File: config.mk
export PLATFORM = sky130hd
export DESIGN_NAME = mod_final_sub
export DESIGN_NICKNAME = d
export VERILOG_FILES = /design/src/verilog/accum_gen.svh /design/src/verilog/modmul_pkg.sv /design/src/verilog/mod_final_sub.sv
export SDC_FILE = /design/constraint.sdc
export NUM_CORES = 1
export LEC_CHECK = 0
export BUFFER_PORTS_ARGS = -buffer_cell sky130_fd_sc_hd__buf_2
export CAP_MARGIN = 20
export CORE_MARGIN = 4
export CORE_UTILIZATION = 35
export DETAILED_ROUTE_END_ITERATION = 10
export GPL_TIMING_DRIVEN = 0
export MAX_ROUTING_LAYER = met4
export REMOVE_ABC_BUFFERS = 1
export SLEW_MARGIN = 10
export SYNTH_ARGS = -nofsm -noshare
export SYNTH_HDL_FRONTEND = slang
export SYNTH_SLANG_ARGS = --single-unit
File: constraint.sdc
create_clock -name i_clk -period 6.6 [get_ports i_clk]
set_clock_uncertainty 0.05 [all_clocks]
set_input_delay 0 -clock i_clk [delete_from_list [all_inputs] [get_ports i_clk]]
set_output_delay 0 -clock i_clk [all_outputs]
set_load 0.1 [all_outputs]
File: src/verilog/accum_gen.svh
// Column accumulator for the DSP product grid.
// Spreads each DSP product over 9-bit coefficient columns and sums them.
`ifndef ACCUM_GEN_SVH
`define ACCUM_GEN_SVH

// Each product at column gx, row gy sits at bit 27*gx + 18*gy,
// which is always a multiple of GRID_BIT.
function automatic logic [modmul_pkg::NUM_COEF-1:0][modmul_pkg::COEF_W-1:0] accum_cols(
  input logic [modmul_pkg::NUM_COL-1:0][modmul_pkg::NUM_ROW-1:0]
              [modmul_pkg::DSP_P_W-1:0] grid
);
  logic [modmul_pkg::NUM_COEF-1:0][modmul_pkg::COEF_W-1:0] sums;
  logic [modmul_pkg::COEF_W-1:0]                            part;
  int unsigned                                              base;
  sums = '0;
  for (int gx = 0; gx < modmul_pkg::NUM_COL; gx++) begin
    for (int gy = 0; gy < modmul_pkg::NUM_ROW; gy++) begin
      base = (gx*modmul_pkg::A_DSP_W + gy*modmul_pkg::B_DSP_W)
             / modmul_pkg::GRID_BIT;                     // First column of this product.
      for (int j = 0; j < modmul_pkg::DSP_P_W/modmul_pkg::GRID_BIT; j++) begin
        part = {{(modmul_pkg::COEF_W-modmul_pkg::GRID_BIT){1'b0}},
                grid[gx][gy][j*modmul_pkg::GRID_BIT +: modmul_pkg::GRID_BIT]};
        sums[base+j] = sums[base+j] + part;              // Carries resolve later.
      end
    end
  end
  return sums;
endfunction

`endif
File: src/verilog/modmul_pkg.sv
// Modular multiplier shared definitions.
// Fixed widths, the modulus, vector types and the residue table generator.
package modmul_pkg;

  localparam int OPER_W      = 54;                      // Operand and result width.
  localparam int PROD_W      = 2*OPER_W;                // Full product width.
  localparam int A_DSP_W     = 27;                      // DSP A input width.
  localparam int B_DSP_W     = 18;                      // DSP B input width.
  localparam int DSP_P_W     = A_DSP_W + B_DSP_W;       // One DSP product.
  localparam int GRID_BIT    = 9;                       // Coefficient column width.
  localparam int NUM_COL     = OPER_W / A_DSP_W;        // Operand A splits into 2.
  localparam int NUM_ROW     = OPER_W / B_DSP_W;        // Operand B splits into 3.
  localparam int NUM_COEF    = PROD_W / GRID_BIT;       // 12 columns over the product.
  localparam int COEF_W      = GRID_BIT + 3;            // Room for 6 summed parts.
  localparam int NUM_CHUNK   = OPER_W / GRID_BIT;       // Chunks in the upper half.
  localparam int CHUNK_DEPTH = 1 << GRID_BIT;           // Entries per residue table.
  localparam int RED_W       = OPER_W + 3;              // Lower half plus six residues.
  localparam int MAX_FOLD    = 7;                       // Folded sum stays below 8x modulus.

  typedef logic [OPER_W-1:0]   oper_t;                  // Operand or result.
  typedef logic [PROD_W-1:0]   prod_t;                  // Full product.
  typedef logic [RED_W-1:0]    red_t;                   // Partially reduced sum.
  typedef logic [GRID_BIT-1:0] chunk_t;                 // Table index.

  // Top bit set, so 2^54 < 2*MODULUS and the fold fits below 8*MODULUS.
  localparam oper_t MODULUS = 54'h2E_4B5A_D3C1_7F2B;   // Odd modulus.

  // Value of a chunk at its place in the upper half, reduced.
  // Weight of chunk pos is 2^(OPER_W + pos*GRID_BIT).
  function automatic oper_t residue_entry(
    input chunk_t      idx,
    input int unsigned pos
  );
    logic [OPER_W:0] acc;                                // Spare bit for the doubling.
    logic [OPER_W:0] modv;
    int unsigned     shift;
    modv  = {1'b0, MODULUS};
    acc   = '0;
    acc[GRID_BIT-1:0] = idx;                             // Already below the modulus.
    shift = OPER_W + pos*GRID_BIT;
    for (int unsigned s = 0; s < shift; s++) begin
      acc = acc << 1;                                    // Double.
      if (acc >= modv) begin
        acc = acc - modv;                                // Keep below modulus.
      end
    end
    return acc[OPER_W-1:0];
  endfunction

endpackage

File: src/verilog/mod_final_sub.sv
`timescale 1ns/100ps
// Final reduction, subtracts the largest multiple of the modulus.
module mod_final_sub (
  input  logic              i_clk,
  input  logic              i_rst,
  input  logic              i_val,
  input  logic              i_rdy,
  input  modmul_pkg::red_t  i_dat,
  output logic              o_val,
  output logic              o_rdy,
  output modmul_pkg::oper_t o_dat
);

  modmul_pkg::red_t fold_mul [modmul_pkg::MAX_FOLD+1];   // 0 to 7 times the modulus.
  logic [modmul_pkg::MAX_FOLD:1] ge;                      // Sum reaches multiple k.
  modmul_pkg::red_t sel_mul;
  modmul_pkg::red_t diff;
  logic             val_q;

  assign o_rdy = i_rdy;
  assign o_val = val_q;

  // Constant multiples, folded away by synthesis.
  always_comb begin
    fold_mul[0] = '0;
    for (int k = 1; k <= modmul_pkg::MAX_FOLD; k++) begin
      fold_mul[k] = fold_mul[k-1]
                    + {{(modmul_pkg::RED_W-modmul_pkg::OPER_W){1'b0}}, modmul_pkg::MODULUS};
    end
  end

  // Parallel compares, then pick the highest one that holds.
  always_comb begin
    for (int k = 1; k <= modmul_pkg::MAX_FOLD; k++) begin
      ge[k] = (i_dat >= fold_mul[k]);
    end
    sel_mul = fold_mul[0];
    for (int k = 1; k <= modmul_pkg::MAX_FOLD; k++) begin
      if (ge[k]) begin
        sel_mul = fold_mul[k];                           // Later k wins.
      end
    end
    diff = i_dat - sel_mul;                              // Below the modulus.
  end

  always_ff @(posedge i_clk) begin
    if (i_rst) begin
      val_q <= 1'b0;
    end else if (i_rdy) begin
      val_q <= i_val;
    end
  end

  always_ff @(posedge i_clk) begin
    if (i_rdy) begin
      o_dat <= diff[modmul_pkg::OPER_W-1:0];             // Upper bits are zero here.
    end
  end

endmodule

==> Yosys cells after proc, flatten, opt, wreduce, memory -nomap -nowiden <==
Index checks and enable logic that the tools add are counted.
{ "word_totals": {"reg_bits": 55, "latch_bits": 0, "n_memories": 0, "inputBits": 61, "ramBits": 0, "wordCells": 17, "rom_bits": 0} }
{ "classes": {"n_lt_le_gt_ge": 7, "addsub": 1, "muxes": 7, "n_bitwise": 0, "reduce_logical": 0, "eq_ne": 0, "shift": 0, "n_div": 0, "n_mul": 0} }
{ "ops": {"columns": ["operator", "count"], "rows": [
  ["$mux W54", 7],
  ["$ge A57 B56 Y1 const B", 3],
  ["$ge A57 B57 Y1 const B", 2],
  ["$ge A57 B54 Y1 const B", 1],
  ["$ge A57 B55 Y1 const B", 1],
  ["$sub A54 B54 Y54", 1]
]} }

==> Depth between registers and ports, before layout <==
{ "logic_depth": {"word_depth": 9, "ltp_mapped": 24, "depth_no_buf": 23} }

==> Worst setup path before layout <==
No wires, ideal clock.
{ "synth_path": {"path_kind": "input-to-reg", "start": "in i_dat[23]", "end": "reg o_dat[34], data pin", "t_required_ps": 6290, "setup_ps": 260, "n_path_buf": 1, "t_arrival_ps": 4574, "stages": 24, "setup_slack_ps": 1715, "path_cell_list": "buf_4 > nand4b_1 > or4b_4 > a2111oi_4 > nor3_1 > o41ai_2 > a21oi_2 > o21ai_1 > nand2_1 > a21bo_2 > nand2b_1 > ha_1 > inv_1 > fa_1 > a21oi_1 > o21ai_0 > a21oi_1 > o21ai_0 > a221oi_2 > a21oi_1 > a211o_1 > a21o_1 > a21oi_1 > xnor2_1"} }
{ "synth_via": {"elab_chain_len": 9, "word_cells_on_any_way": 15} }
{ "synth_rtl": {"columns": ["element", "line_no", "source"], "rows": [
  ["start, declared", "mod_final_sub.sv:8", "input modmul_pkg::red_t i_dat,"],
  ["$ge A57 B54 Y1", "mod_final_sub.sv:35", "ge[k] = (i_dat >= fold_mul[k]);"],
  ["$mux W54 (7 in series)", "mod_final_sub.sv:39", "if (ge[k]) begin"],
  ["$sub A54 B54 Y54 *", "mod_final_sub.sv:43", "diff = i_dat - sel_mul;"],
  ["net diff[34]", "mod_final_sub.sv:17", "modmul_pkg::red_t diff;"],
  ["end signal, assigned", "mod_final_sub.sv:56", "o_dat <= diff[modmul_pkg::OPER_W-1:0];"],
  ["end, declared", "mod_final_sub.sv:11", "output modmul_pkg::oper_t o_dat"]
]} }
Mark *: on every way through the listed nets, which the timed path passes. The rest lies on a longest branch.
A chain may end at the register's enable or synchronous reset.

==> Final worst setup path <==
{ "layout_path": {"start": "in i_dat[32]", "end": "reg o_dat[50], data pin"} }
Same word-level chain as after synthesis.

==> flow_metrics.env <==
export IMPL_run_status="completed"
export IMPL_grt_pass1_vias=6219
export IMPL_relSlewSlack=0.371
export IMPL_slew_violations=0
export IMPL_initial_core_util=0.356
export IMPL_via_per_inst=5.83
export IMPL_avgSynthCellArea_um2=8.04
export IMPL_crit_buf_inv=2
export IMPL_grt_pass1_wl_um=34000
export IMPL_route_detailed_drc=0
export IMPL_cp_required_ns=6.61
export IMPL_cts_tree="done"
export IMPL_synth_edff_count=54
export IMPL_reg2reg_depth=3
export IMPL_period_minus_slack_ns=6.04
export IMPL_pre_cts_slack_ns=0.312
export IMPL_io_buffers=116
export IMPL_syn_inst=798
export IMPL_fin_tns_setup_ns=0
export IMPL_dp_hpwl_um=17100
export IMPL_peakVddDrop_v=0.000150
export IMPL_crit_path_max_incr_delay_ns=0.61
export IMPL_worst_slew_pin_slew_ns=0.920
export IMPL_postRouteAntennaNets=0
export IMPL_use_met2=0.324
export IMPL_grt_ovfl_total=0
export IMPL_yosysTopAreaCell="edfxtp_1"
export IMPL_min_path_cells=3
export IMPL_fin_ws_ns=0.558
export IMPL_fin_area_um2=7340
export IMPL_clk_latency_ns=0.31
export IMPL_clock_sinks=55
export IMPL_fp_dieW_um=143
export IMPL_setup_viol=0
export IMPL_final_nets=998
export IMPL_hp_class="in -> reg"
export IMPL_drt_iter0_markers=521
export IMPL_gp_congestion=0.958
export IMPL_met1_usage=0.298
export IMPL_antenna_found_initial=0
export IMPL_die_area_um2=20600
export IMPL_cp_start_kind="primary input"
export IMPL_wl_um=21600
export IMPL_top_level_ports=117
export IMPL_worstHoldEndpoint="o_dat[21]$_DFFE_PP_"
export IMPL_cts_buffer_depth=2
export IMPL_reg2reg_slack_ns=5.42
export IMPL_area_growth_pct=14.4
export IMPL_ys_ff_latch=55
export IMPL_fin_hold_ws_ns=0.0204
export IMPL_grt_setup_unrepaired="false"
export IMPL_power_w=0.00193
export IMPL_cap_violations=0
export IMPL_critPathKind="in -> reg"
export IMPL_die_y_um=143
export IMPL_synth_top_area_share=0.253
export IMPL_fp_row_count=49
export IMPL_yosysUniqueCellTypes=77
export IMPL_ys_top_cells_by_area="edfxtp_1 (25%), ha_1 (9.9%), a21oi_1 (4.7%)"
export IMPL_cts_resized=0
export IMPL_crit_family="compound AO/OA/AOI/OAI gates"
export IMPL_cts_made_buffers=5
export IMPL_placed_area_um2=7150
export IMPL_post_cts_buffers=0
export IMPL_clk_pin_slew_ns=0.07
export IMPL_netlist_area_um2=6420
export IMPL_ys_flop_type="edfxtp_1"
export IMPL_coreArea_um2=18000
export IMPL_cp_end_kind="flip-flop"
export IMPL_p_per_area_nw_per_um2=262
export IMPL_htree_num_levels=2
export IMPL_grt_usage=0.215
export IMPL_grt_max_degree=33
export IMPL_vias=6502
export IMPL_fmax_mhz=166
export IMPL_fillers=1930
export IMPL_fin_crit_sh=0.915
export IMPL_drive_above_1_share=0.166
export IMPL_regToRegStartpoint="o_val$_SDFFE_PP0P_"
export IMPL_grtUsageMet3=0.0389
export IMPL_hold_viol=0
export IMPL_diodes=0
export IMPL_dr_pass1_iters=7
export IMPL_cp_max_fo=9
export IMPL_postCtsHoldBufs=2
export IMPL_yosys_warnings=0
export IMPL_leakage_nw=2.92
export IMPL_regToRegEndpoint="o_val$_SDFFE_PP0P_"
export IMPL_cts_root_buf="clkbuf_16"
export IMPL_wl_per_cell_um=19.4
export IMPL_hp_start="i_dat[21]"
export IMPL_grt_busiest_layer="met2"
export IMPL_async_reset_ff_frac=0
export IMPL_yosysSeqAreaShare=0.256
export IMPL_slowest_stage="a221oi_2"
export IMPL_crit_chain="buf_2, nand4b_1, or4b_4, a2111oi_4, nor3_1, o41ai_2, a21oi_2, o21ai_1, nand2_1, a21bo_2, nand2b_1, ha_1, inv_1, fa_1, a21oi_1, o21ai_0, a21oi_1, o21ai_0, a221oi_2, o221ai_1, o221ai_1, o21ai_0, a21oi_1, xnor2_1"
export IMPL_worstPathArrival_ns=6.05
-- through the flow --
| stage | instances | utilization |
|---|---|---|
| floorplan | 758 | - |
| global placement | 1103 | 0.395 |
| detailed placement | 1105 | 0.396 |
| CTS | 1115 | 0.407 |
| global route | 1115 | 0.407 |
| finish | 1115 | 0.407 |
-- report_power, final --
part           internal (W)  switching, W
combinational      0.000259      0.000853
clock              0.000189      0.000130
sequential         0.000480     0.0000137
total              0.000929      0.000997
-- logic make-up (layout without fill, tap and decap cells) --
family | Yosys count | count (layout) | share of synthesized area
AO/OA/AOI/OAI | 251 | 251 | 0.268
XOR/XNOR | 47 | 47 | 0.0641
adder cells (fa/ha/maj) | 52 | 52 | 0.103
buffers and inverters | 60 | 148 | 0.0376
flip-flops | 55 | 55 | 0.256
multiplexers | 1 | 1 | 0.00156
AND/OR/NAND/NOR | 332 | 332 | 0.270
-- synth_stat cells, types with 13 or more instances --
cell	n
nor4_1	14
a21oi_1	60
nand3_1	28
ha_1	51
nand2_1	75
clkbuf_1	32
a211oi_1	14
nor2b_1	21
a21o_1	27
nand4_1	22
nor2_1	66
nor3_1	29
inv_1	20
xor2_1	18
nand2b_1	13
xnor2_1	29
o21ai_0	49
edfxtp_1	54
-- worst reg2reg max path, delay by kind of cell, from the launching register on --
family	cells	cell delay (ns)
buf+inv	1	0.54
flops	1	0.31
mux	1	0.12
simple gates	1	0.05
-- flip-flops by register name, indices dropped and copies added (netlist names) --
register and cells:
o_dat 54, o_val 1
-- metal layers --
metal  vias to the layer above  routed length [um]
met4                         0                 420
met5                         -                   0
met2                       219                9650
met1                      3037               10200
met3                        23                1400
li1                       3223                   -
-- placed cells by master, fill, tap and decap left out, types with 7 or more instances in the layout --
cell type  instances
nand3_1           28
ha_1              51
nand2b_1          13
o21bai_1           8
or2_2              7
a31oi_1           10
nor2_1            66
and3_1             7
a211oi_1          14
nor2b_1           21
o21a_1            10
and2_1             8
nand2_1           75
edfxtp_1          54
inv_1             20
o21ai_0           49
or3_1              7
nor3_1            29
nor4_1            14
xor2_1            18
xnor2_1           29
a2111oi_0          7
nand4b_1           7
nand4_1           22
a21oi_1           60
or4_1              8
buf_2            116
a21o_1            27
-- worst max-delay path by stage --
stage | endpoint | cells after the start | start
final | o_dat[50]$_DFFE_PP_ | 24 | i_dat[32]
after global routing | o_dat[50]$_DFFE_PP_ | 24 | i_dat[2]
after CTS | o_dat[50]$_DFFE_PP_ | 24 | i_dat[32]
after detailed placement | o_dat[34]$_DFFE_PP_ | 24 | i_dat[32]
after global placement | o_dat[34]$_DFFE_PP_ | 24 | i_dat[32]
after floorplan | o_dat[34]$_DFFE_PP_ | 23 | i_dat[32]
-- final cells by class --
cell class	instances	area [um^2]	share of cell area
clock inverter	2	35.0	0.00477
timing repair buffer	120	628	0.0856
sequential	55	1640	0.224
tap	229	287	0.0390
clock buffer	6	139	0.0189
inverter	20	75.1	0.0102
multi-input combinational	683	4530	0.618
Power figures use the tool's default switching activity.
